[src/verilog/blackbox_params.svh]
`ifndef BLACKBOX_PARAMS_SVH
`define BLACKBOX_PARAMS_SVH

// --------------------
// Sizes
`define BB_NR_IOS           8    // Board pins and virtual channels
`define BB_DATA_WIDTH       32   // Wishbone data word
`define BB_ADDR_WIDTH       3    // Wishbone word address
`define BB_FE_SEL_WIDTH     8
`define BB_PROC_CODE_WIDTH  4    // One mode code per channel

// --------------------
// Version, packed into the info word
`define BB_VERSION_MAJOR    1    // 12 bits
`define BB_VERSION_MINOR    2    // 4 bits

// --------------------
// Debounce lengths in samples
`define BB_SHORT_STAGES_A   2
`define BB_SHORT_STAGES_B   4
`define BB_LONG_TICKS       125

// --------------------
// Register word addresses
`define BB_REG_INFO         3'd0
`define BB_REG_STATUS       3'd1
`define BB_REG_PROC_SEL     3'd2
`define BB_REG_VIRT_OUT     3'd3
`define BB_REG_VIRT_DIR     3'd4
`define BB_REG_VIRT_IN      3'd5

`endif

[src/verilog/blackbox_pkg.sv]
`include "blackbox_params.svh"

package blackbox_pkg;

	// --------------------
	// Frontend behavior after decoding the board code
	typedef enum logic [0:0]
	{
		fe_unknown,   // All pins inputs, read as zero
		fe_ocio       // Pins wired straight through
	} frontend_mode_t;

	// --------------------
	// Per-channel processing
	typedef enum logic [2:0]
	{
		pm_disable,
		pm_pass,
		pm_debounce_a,    // Short debounce, stages A
		pm_debounce_b,    // Short debounce, stages B
		pm_debounce_long  // Counter based
	} proc_mode_t;

	// Mode register, seen by the bus as one word and by the decoder as codes
	typedef union packed
	{
		logic [`BB_DATA_WIDTH-1:0] raw;
		logic [`BB_NR_IOS-1:0][`BB_PROC_CODE_WIDTH-1:0] code;
	} proc_sel_word_t;

endpackage

[src/verilog/channel_proc.sv]
`include "blackbox_params.svh"

module channel_proc
	import blackbox_pkg::*;
(
	input  logic        clock,
	input  logic        arst_n,
	input  proc_mode_t  mode,
	input  logic        internal_in,
	input  logic        virtual_out,
	input  logic        virtual_dir,    // 1 = output
	output logic        internal_out,
	output logic        output_enable,
	output logic        virtual_in
);

	logic [`BB_SHORT_STAGES_B-2:0] hist;      // Past samples
	logic [`BB_SHORT_STAGES_B-1:0] window;    // Past samples plus current
	logic                          deb_q;     // Debounced level
	logic [6:0]                    stable_cnt;
	logic                          hold_a;
	logic                          hold_b;

	assign window = {hist, internal_in};

	// Window fully ones or fully zeros
	assign hold_a = (&window[`BB_SHORT_STAGES_A-1:0]) | ~(|window[`BB_SHORT_STAGES_A-1:0]);
	assign hold_b = (&window) | ~(|window);

	// --------------------
	// Debounce state
	always_ff @(posedge clock or negedge arst_n)
	begin
		if (!arst_n)
		begin
			hist       <= '0;
			deb_q      <= 1'b0;
			stable_cnt <= '0;
		end
		else
		begin
			hist <= window[`BB_SHORT_STAGES_B-2:0];
			case (mode)
				pm_pass:
				begin
					deb_q      <= internal_in;  // Start debounce from current level
					stable_cnt <= '0;
				end
				pm_debounce_a:
				begin
					stable_cnt <= '0;
					if (hold_a)
						deb_q <= internal_in;
				end
				pm_debounce_b:
				begin
					stable_cnt <= '0;
					if (hold_b)
						deb_q <= internal_in;
				end
				pm_debounce_long:
				begin
					if (internal_in == deb_q)
						stable_cnt <= '0;  // Run broken
					else if (stable_cnt == 7'(`BB_LONG_TICKS - 1))
					begin
						deb_q      <= internal_in;
						stable_cnt <= '0;
					end
					else
						stable_cnt <= stable_cnt + 7'd1;
				end
				default:
				begin
					deb_q      <= 1'b0;
					stable_cnt <= '0;
				end
			endcase
		end
	end

	// --------------------
	// Outputs
	always_comb
	begin
		case (mode)
			pm_disable: virtual_in = 1'b0;
			pm_pass:    virtual_in = internal_in;
			default:    virtual_in = deb_q;
		endcase
	end

	assign internal_out  = virtual_out;
	assign output_enable = virtual_dir & (mode != pm_disable);

endmodule

[src/verilog/frontend_port.sv]
`include "blackbox_params.svh"

module frontend_port
	import blackbox_pkg::*;
(
	input  logic                   clock,
	input  logic                   arst_n,
	input  frontend_mode_t         fe_mode,
	input  logic [`BB_NR_IOS-1:0]  diob_in,
	input  logic [`BB_NR_IOS-1:0]  internal_out,
	input  logic [`BB_NR_IOS-1:0]  output_enable,
	output logic [`BB_NR_IOS-1:0]  diob_out,
	output logic [`BB_NR_IOS-1:0]  diob_dir,
	output logic [`BB_NR_IOS-1:0]  internal_in
);

	logic [`BB_NR_IOS-1:0] sync_1;
	logic [`BB_NR_IOS-1:0] sync_2;

	// --------------------
	// Two-flop pin synchronizer
	always_ff @(posedge clock or negedge arst_n)
	begin
		if (!arst_n)
		begin
			sync_1 <= '0;
			sync_2 <= '0;
		end
		else
		begin
			sync_1 <= diob_in;  // May go metastable
			sync_2 <= sync_1;
		end
	end

	// --------------------
	// Routing by frontend behavior
	always_comb
	begin
		case (fe_mode)
			fe_ocio:
			begin
				internal_in = sync_2;
				diob_out    = internal_out;
				diob_dir    = output_enable;
			end
			default:
			begin
				// Unknown board, keep every pin as input
				internal_in = '0;
				diob_out    = '0;
				diob_dir    = '0;
			end
		endcase
	end

endmodule

[src/verilog/blackbox_regs.sv]
`include "blackbox_params.svh"

module blackbox_regs
	import blackbox_pkg::*;
(
	input  logic                         clock,
	input  logic                         arst_n,
	input  logic [`BB_FE_SEL_WIDTH-1:0]  frontend_plugin_select,
	input  logic [`BB_NR_IOS-1:0]        virtual_in,

	input  logic                         wb_cyc,
	input  logic                         wb_stb,
	input  logic                         wb_we,
	input  logic [`BB_ADDR_WIDTH-1:0]    wb_adr,
	input  logic [`BB_DATA_WIDTH-1:0]    wb_dat_w,
	output logic [`BB_DATA_WIDTH-1:0]    wb_dat_r,
	output logic                         wb_ack,

	output frontend_mode_t               fe_mode,
	output proc_mode_t [`BB_NR_IOS-1:0]  chan_mode,
	output logic [`BB_NR_IOS-1:0]        virtual_out,
	output logic [`BB_NR_IOS-1:0]        virtual_dir
);

	proc_sel_word_t               proc_sel;
	logic                         fe_default;
	logic [`BB_NR_IOS-1:0]        chan_default;
	logic                         bus_access;
	logic                         bus_write;
	logic [`BB_DATA_WIDTH-1:0]    info_word;
	logic [`BB_DATA_WIDTH-1:0]    status_word;
	logic [`BB_DATA_WIDTH-1:0]    rd_word;

	// --------------------
	// Selection code decoding
	always_comb
	begin
		case (frontend_plugin_select)
			8'd4, 8'd14:   // Both ocio board variants
			begin
				fe_mode    = fe_ocio;
				fe_default = 1'b0;
			end
			8'd255:        // Explicitly unknown
			begin
				fe_mode    = fe_unknown;
				fe_default = 1'b0;
			end
			default:
			begin
				fe_mode    = fe_unknown;
				fe_default = 1'b1;
			end
		endcase
	end

	always_comb
	begin
		for (int i = 0; i < `BB_NR_IOS; i++)
		begin
			chan_default[i] = 1'b0;
			case (proc_sel.code[i])
				4'd0:    chan_mode[i] = pm_disable;
				4'd1:    chan_mode[i] = pm_pass;
				4'd2:    chan_mode[i] = pm_debounce_a;
				4'd3:    chan_mode[i] = pm_debounce_b;
				4'd4:    chan_mode[i] = pm_debounce_long;
				default:
				begin
					chan_mode[i]    = pm_disable;  // Unknown code falls back
					chan_default[i] = 1'b1;
				end
			endcase
		end
	end

	// --------------------
	// Read-only words
	assign info_word = {16'd0, 12'(`BB_VERSION_MAJOR), 4'(`BB_VERSION_MINOR)};
	assign status_word = {16'd0, frontend_plugin_select, 5'd0,
		fe_mode == fe_ocio, |chan_default, fe_default};

	always_comb
	begin
		case (wb_adr)
			`BB_REG_INFO:     rd_word = info_word;
			`BB_REG_STATUS:   rd_word = status_word;
			`BB_REG_PROC_SEL: rd_word = proc_sel.raw;
			`BB_REG_VIRT_OUT: rd_word = `BB_DATA_WIDTH'(virtual_out);
			`BB_REG_VIRT_DIR: rd_word = `BB_DATA_WIDTH'(virtual_dir);
			`BB_REG_VIRT_IN:  rd_word = `BB_DATA_WIDTH'(virtual_in);
			default:          rd_word = '0;  // Holes read zero
		endcase
	end

	// --------------------
	// Wishbone slave, one cycle from stb to ack
	assign bus_access = wb_cyc & wb_stb & ~wb_ack;
	assign bus_write  = bus_access & wb_we;

	always_ff @(posedge clock or negedge arst_n)
	begin
		if (!arst_n)
			wb_ack <= 1'b0;
		else
			wb_ack <= bus_access;  // Single pulse per access
	end

	always_ff @(posedge clock)
	begin
		if (bus_access)
			wb_dat_r <= rd_word;
	end

	// Writable registers, taken at the ack edge
	always_ff @(posedge clock or negedge arst_n)
	begin
		if (!arst_n)
		begin
			proc_sel.raw <= '0;
			virtual_out  <= '0;
			virtual_dir  <= '0;
		end
		else if (bus_write)
		begin
			case (wb_adr)
				`BB_REG_PROC_SEL: proc_sel.raw <= wb_dat_w;
				`BB_REG_VIRT_OUT: virtual_out  <= wb_dat_w[`BB_NR_IOS-1:0];
				`BB_REG_VIRT_DIR: virtual_dir  <= wb_dat_w[`BB_NR_IOS-1:0];
				default:          ;  // Read-only or unused
			endcase
		end
	end

endmodule

[src/verilog/io_blackbox.sv]
`include "blackbox_params.svh"

module io_blackbox
	import blackbox_pkg::*;
(
	input  logic                         clock,
	input  logic                         arst_n,
	input  logic [`BB_FE_SEL_WIDTH-1:0]  frontend_plugin_select,  // Static board code

	// Board pins, split for the pad ring
	input  logic [`BB_NR_IOS-1:0]        diob_in,
	output logic [`BB_NR_IOS-1:0]        diob_out,
	output logic [`BB_NR_IOS-1:0]        diob_dir,   // 1 = pin drives

	// Wishbone classic slave
	input  logic                         wb_cyc,
	input  logic                         wb_stb,
	input  logic                         wb_we,
	input  logic [`BB_ADDR_WIDTH-1:0]    wb_adr,
	input  logic [`BB_DATA_WIDTH-1:0]    wb_dat_w,
	output logic [`BB_DATA_WIDTH-1:0]    wb_dat_r,
	output logic                         wb_ack
);

	frontend_mode_t                    fe_mode;
	proc_mode_t [`BB_NR_IOS-1:0]       chan_mode;
	logic [`BB_NR_IOS-1:0]             virtual_out;
	logic [`BB_NR_IOS-1:0]             virtual_dir;
	logic [`BB_NR_IOS-1:0]             virtual_in;
	logic [`BB_NR_IOS-1:0]             internal_in;
	logic [`BB_NR_IOS-1:0]             internal_out;
	logic [`BB_NR_IOS-1:0]             output_enable;

	// --------------------
	// Control and register file
	blackbox_regs u_blackbox_regs (
		.clock                  (clock),
		.arst_n                 (arst_n),
		.frontend_plugin_select (frontend_plugin_select),
		.virtual_in             (virtual_in),
		.wb_cyc                 (wb_cyc),
		.wb_stb                 (wb_stb),
		.wb_we                  (wb_we),
		.wb_adr                 (wb_adr),
		.wb_dat_w               (wb_dat_w),
		.wb_dat_r               (wb_dat_r),
		.wb_ack                 (wb_ack),
		.fe_mode                (fe_mode),
		.chan_mode              (chan_mode),
		.virtual_out            (virtual_out),
		.virtual_dir            (virtual_dir)
	);

	// --------------------
	// Pins to channels
	frontend_port u_frontend_port (
		.clock         (clock),
		.arst_n        (arst_n),
		.fe_mode       (fe_mode),
		.diob_in       (diob_in),
		.internal_out  (internal_out),
		.output_enable (output_enable),
		.diob_out      (diob_out),
		.diob_dir      (diob_dir),
		.internal_in   (internal_in)
	);

	// --------------------
	// One processor per virtual channel
	for (genvar i = 0; i < `BB_NR_IOS; i++)
	begin : gen_chan
		channel_proc u_channel_proc (
			.clock         (clock),
			.arst_n        (arst_n),
			.mode          (chan_mode[i]),
			.internal_in   (internal_in[i]),
			.virtual_out   (virtual_out[i]),
			.virtual_dir   (virtual_dir[i]),
			.internal_out  (internal_out[i]),
			.output_enable (output_enable[i]),
			.virtual_in    (virtual_in[i])
		);
	end

endmodule

[config.mk]
export PLATFORM = sky130hd
export DESIGN_NAME = io_blackbox
export DESIGN_NICKNAME = d
export VERILOG_FILES = /design/src/verilog/blackbox_pkg.sv /design/src/verilog/channel_proc.sv /design/src/verilog/frontend_port.sv /design/src/verilog/blackbox_regs.sv /design/src/verilog/io_blackbox.sv
export VERILOG_INCLUDE_DIRS = /design/src /design/src/verilog
export SDC_FILE = /design/constraint.sdc
export NUM_CORES = 1
export LEC_CHECK = 0
export BUFFER_PORTS_ARGS = -buffer_cell sky130_fd_sc_hd__clkbuf_2
export CORE_MARGIN = 4
export CORE_UTILIZATION = 35
export CTS_CLUSTER_SIZE = 8
export DETAILED_ROUTE_END_ITERATION = 7
export GPL_TIMING_DRIVEN = 0
export SYNTH_ARGS = -nofsm -noshare
export SYNTH_HDL_FRONTEND = slang
export SYNTH_SLANG_ARGS = --single-unit
[constraint.sdc]
create_clock -name clock -period 3.7 [get_ports clock]
set_clock_uncertainty 0.05 [all_clocks]
set_input_delay 0.185 -clock clock [delete_from_list [all_inputs] [get_ports clock]]
set_output_delay 0.185 -clock clock [all_outputs]
set_load 0.01 [all_outputs]
======== Word level (Yosys, flattened, before mapping) ========
Cells that the tools add are included.
W data, S select, Z words.
storage, ports and cells
  output and inout bits ................... 49
  bits of input ports ..................... 56
  bits in registers ....................... 185
operators by class
  bitwise operators ....................... 44
  reductions and logical operators ........ 79
  eq/ne operators ......................... 120
  multiplexer cells ....................... 94
  add/subtract/negate cells ............... 8
operators with widths
  cell                   count
  $pmux W32 S6           1
  $mux W7                24
  $pmux W3 S4            8
  $eq A4 B2 Y1 const B   16
  $reduce_and A4 Y1      16
  $add A7 B1 Y7 const B  8
  $eq A7 B7 Y1 const B   8
  $eq A3 B2 Y1 const B   18
  $ne A2 B1 Y1 const B   24
  $mux W1                42
  $reduce_or A5 Y1       8
  $eq A4 B1 Y1 const B   8
  $eq A4 B3 Y1 const B   8
  $logic_not A4 Y1       8
  $pmux W1 S4            8
  $reduce_or A4 Y1       8
  $eq A3 B3 Y1 const B   10
  $eq A3 B1 Y1 const B   9
  $logic_not A3 Y1       9
  $mux W8                3
  $reduce_bool A3 Y1     8
  $reduce_and A2 Y1      11
  $reduce_or A2 Y1       9
  $not A1 Y1             17
  10 further kinds       56

======== Logic depth before layout (Yosys ltp) ========
  word-level depth ........................ 9
  depth in mapped cells ................... 10
  depth with buffers taken out ............ 9

======== Cells and area by module ========
A second synthesis with hierarchy kept.
second synthesis, totals
  cell total of the unflattened synthesis .. 766
  area, all modules ....................... 9117.5 sq um
modules (own cells, without submodules)
  module                                          sequential area each (sq um)  instances  area an instance (sq um)  cells an instance
  blackbox_regs                                   2187.1                        1          3609.7                    252
  channel_proc at gen_chan[0].u_channel_proc ...  275.3                         4          615.6                     60
  channel_proc at gen_chan[4].u_channel_proc ...  275.3                         3          611.8                     58
  channel_proc at gen_chan[7].u_channel_proc      275.3                         1          614.3                     58
  frontend_port                                   400.4                         1          595.6                     42

======== Least setup slack after synthesis ========
No wires, ideal clock.
  kind .................................... flip-flop to flip-flop
  start ................................... register u_blackbox_regs.wb_ack
  end ..................................... register u_blackbox_regs.proc_sel[24] (netlist bit)
  setup slack ............................. 0.647 ns
  data required time ...................... 3.525 ns
  path buffers ............................ 2
  stages on the path, launching flop included .. 6
  clock period less this slack ............ 3.053 ns
  arrival ................................. 2.878 ns
  cells stage by stage .................... dfrtp_1 -> nor2_1 -> and3_1 -> buf_2 -> buf_2 -> mux2_2
on the way
  word-level cells in the longest chain between the ends .. 4
RTL lines
  what                                  RTL line              RTL
  start: declaration                    blackbox_regs.sv:17   output logic wb_ack,
  start signal: assignment              blackbox_regs.sv:106  wb_ack <= bus_access;
  $not A1 Y1                            blackbox_regs.sv:98   assign bus_access = wb_cyc & wb_stb & ~wb_ack;
  $and A1 B1 Y1                         blackbox_regs.sv:98
  named net u_blackbox_regs.bus_access  blackbox_regs.sv:28   logic bus_access;
  $and A1 B1 Y1                         blackbox_regs.sv:99   assign bus_write = bus_access & wb_we;
  $reduce_and A2 Y1 (no source line)    n/a
  end: declaration                      blackbox_regs.sv:25   proc_sel_word_t proc_sel;
The timed path passes the listed nets, and every way through them passes these cells.
A chain may end at the register's enable or synchronous reset.

======== Worst setup path in the final report ========
  start ................................... input frontend_plugin_select[1]
  end ..................................... output diob_dir[5]
on the way
  word-level cells in the longest chain between the ends .. 4
RTL lines
  what                                          RTL line             RTL
  start: declaration                            io_blackbox.sv:8     input logic [`BB_FE_SEL_WIDTH-1:0] frontend_plugin_select,
  $eq A8 B3 Y1 or $eq A8 B4 Y1 (tied branches)  blackbox_regs.sv:38  case (frontend_plugin_select)
  $reduce_or A2 Y1 *                            blackbox_regs.sv:38
  $mux W1 *                                     blackbox_regs.sv:38
  $mux W8 *                                     frontend_port.sv:40  case (fe_mode)
  end: declaration                              io_blackbox.sv:13    output logic [`BB_NR_IOS-1:0] diob_dir,
Every way passes the cells marked *; elsewhere a longest branch is shown, timed or not.

==> impl_results.md <==
- DRC viols: 0
- Outcome: completed
- Gr usage total: 15.6%
- Critical Path Fanout Max: 10
- DRT Pass-1 Iters: 4
- Mapped cell area: 8520 um2
- Yosys warning count: 0
- TNS Setup: 0 ns
- Placed cell area: 9500 um2
- VDD IR max: 0.298 mV
- Commonest non-fill, non-tap cell in the layout: dfrtp_1
- Fmax achieved: 307 MHz
- Root buffer cell: clkbuf_16
- Vias: 6,018
- FFs w/ async S/R, synth: 82.7%
- Gate Count Post-Synth: 747
- Hold depth: 2
- Drt first-iter violations: 449
- PwrDens: 444 nW/um2
- Initial antenna violation count: 4
- Reg2Reg Depth: 6
- Syn_nets: 835
- Final setup fails: 0
- Static leakage: 4.72 nW
- EDFF count, synth: 32
- Post-layout util: 44.4%
- Layout Cells excl Fill: 1,247
- Hold_buf cts: 43
- Largest net degree at the start of global routing: 81
- Die Y: 164 um
- Placed cells: 1,172
- CP Data Arrival Time: 3.02 ns
- Post-DR wirelength/cell: 16.2 um
- # resized after CTS: 0
- Final Hold Fails: 0
- Most frequent cells in the layout: 153 x dfrtp_1, 103 x clkbuf_2, 80 x nor2_1
- RSZ-0062 raised after global routing: false
- Final instance area: 10,500 um2
- H-tree Lvls: 4
- Full die area: 26,900 um2
- Area Overhead vs Synth: 23.5%
- Clock Path Buffers: 2
- Max-cap viol count: 0
- Placer congestion estimate: 0.772
- Sequential area share after synthesis: 56.2%
- DRT antenna net count: 0
- Hold Slack: 0.0401 ns
- Final net count: 1,003
- Antenna cell count: 0
- Startpoint type of the worst setup path: primary input
- Grt total ovfl: 0
- Share of cells above drive strength 1: 21.9%
- First-pass GRT wire length: 32,300 um
- Worst skew pair latency: 0.43 ns
- Worst-path clk slew: 0.07 ns
- Yosys reg bits: 185
- CTS tree: yes
- Tightest Pin Transition: 1.39 ns
- Initial Utilization: 36.0%
- Final Cycle Share: 88.1%
- Min cycle time layout: 3.26 ns
- DP HPWL: 14,200 um
- Total CTS buffers: 17
- Worst Path Required: 3.46 ns
- Postcts setup bufs: 0
- Distinct cell type count of the synthesized netlist: 55
- I/O Buffers: 104
- Crit end category: output port
- Critical path class: in2out
- Type of the worst min-delay path: in2reg
- Vias in the first global route: 6,049
- Ys flop type: dfrtp_1
- I/O pins: 105
- Vias per inst: 4.83
- Core area: 23,700 um2
- Power Total: 4.67 mW
- Post-route worst setup slack: 0.441 ns
- CTS Sinks: 185
- Final wirelength: 20,200 um
- Row cnt: 56
- Die width: 164 um
- Relative slew slack: 6.99%
- Pre-CTS setup slack: 0.446 ns
- Max-slew violation count: 0
- Syn Area/Cell: 11.4 um2
## sequential cells by signal (all words and copies together) (netlist names)
name                                flops
gen_chan.u_channel_proc.stable_cnt     56
u_blackbox_regs.proc_sel               32
u_blackbox_regs.wb_dat_r               32
gen_chan.u_channel_proc.hist           24
gen_chan.u_channel_proc.deb_q           8
u_blackbox_regs.virtual_dir             8
u_blackbox_regs.virtual_out             8
u_frontend_port.sync_1                  8
u_frontend_port.sync_2                  8
u_blackbox_regs.wb_ack                  1
## cell type report
| cell class | count | area, um2 |
|---|---|---|
| inverters | 45 | 169 |
| fillers | 2250 | 13200 |
| well taps | 319 | 399 |
| clock inverters | 12 | 100 |
| multi-input cells | 495 | 3470 |
| flip-flops and latches | 185 | 4790 |
| plain buffers | 22 | 96.3 |
| clock buffers | 20 | 489 |
| repair buffers | 149 | 1010 |
## power by group
part	internal [mW]	switching, mW	leakage, nW
combinational	0.249	0.279	2.08
clock	0.978	0.827	0.285
sequential	2.20	0.141	2.35
## worst max-delay path, stage by stage
cell,delay [ns]
clkbuf_2,0.12
xnor2_1,1.08
and3_2,0.32
clkbuf_1,0.41
clkbuf_1,0.48
and3_1,0.28
clkbuf_2,0.14
## metal layers
layer  GRT usage (%)  up-vias  wire [um]  part of all wire (%)
li1                -     2963          -                     -
met1            21.8     2901       9430                    47
met2            24.0      118       9280                    46
met3            3.91       30       1020                   5.1
met4            4.73        6        384                   1.9
met5               0        -         43                  0.21
## Yosys cell counts, types with 2 or more instances
master | number | area [um2]
and3b_1 | 3 | 26.3
nand3b_1 | 6 | 45.0
nand3_1 | 33 | 165
inv_1 | 45 | 169
buf_2 | 5 | 25.0
buf_4 | 2 | 15.0
and4_1 | 3 | 26.3
ha_1 | 32 | 400
nor3b_1 | 9 | 67.6
or4b_2 | 4 | 40.0
nor2_1 | 81 | 304
clkbuf_1 | 14 | 52.6
a22oi_1 | 6 | 45.0
or3_1 | 2 | 12.5
o21a_1 | 7 | 52.6
and4b_1 | 2 | 20.0
o221ai_1 | 3 | 26.3
nor4b_1 | 3 | 26.3
nand4_1 | 21 | 131
and2_1 | 28 | 175
nand2_1 | 23 | 86.3
o21ai_0 | 28 | 140
mux2_2 | 47 | 529
a21boi_0 | 3 | 22.5
and3_1 | 15 | 93.8
nand2b_1 | 8 | 50.1
a31oi_1 | 4 | 25.0
xor2_1 | 33 | 289
a22o_1 | 7 | 61.3
a21oi_1 | 22 | 110
o41ai_1 | 6 | 52.6
dfrtp_1 | 153 | 3830
nor4_1 | 4 | 25.0
edfxtp_1 | 32 | 961
o211ai_1 | 7 | 52.6
nor2b_1 | 3 | 18.8
xnor2_1 | 17 | 149
nor3_1 | 8 | 40.0
or2_2 | 2 | 12.5
## logic make-up after synthesis
| group | after synthesis | synth area share, % |
|---|---|---|
| simple gates | 264 | 16.8 |
| flops | 185 | 56.2 |
| fa+ha+maj | 32 | 4.70 |
| mux | 48 | 6.33 |
| compound gates | 101 | 7.75 |
| buf+inv | 67 | 3.11 |
| xor+xnor | 50 | 5.14 |
## worst paths after layout
kind | from | to | slack [ns]
worst max-delay path | frontend_plugin_select[1] | diob_dir[5] | 0.44
worst min-delay path | frontend_plugin_select[2] | u_blackbox_regs.wb_dat_r[10]$_DFFE_PP_ | 0.04
min in group asynchronous | arst_n | gen_chan[0].u_channel_proc.stable_cnt[4]$_DFF_PN0_ | 0.28
max in group asynchronous | arst_n | gen_chan[6].u_channel_proc.stable_cnt[1]$_DFF_PN0_ | 2.49
worst max register to register | u_blackbox_regs.wb_ack$_DFF_PN0_ | u_blackbox_regs.proc_sel[25]$_DFFE_PN0P_ | 1.56
worst min register to register | u_frontend_port.sync_1[7]$_DFF_PN0_ | u_frontend_port.sync_2[7]$_DFF_PN0_ | 0.30
Note: power is estimated with default switching activity, not from simulation.
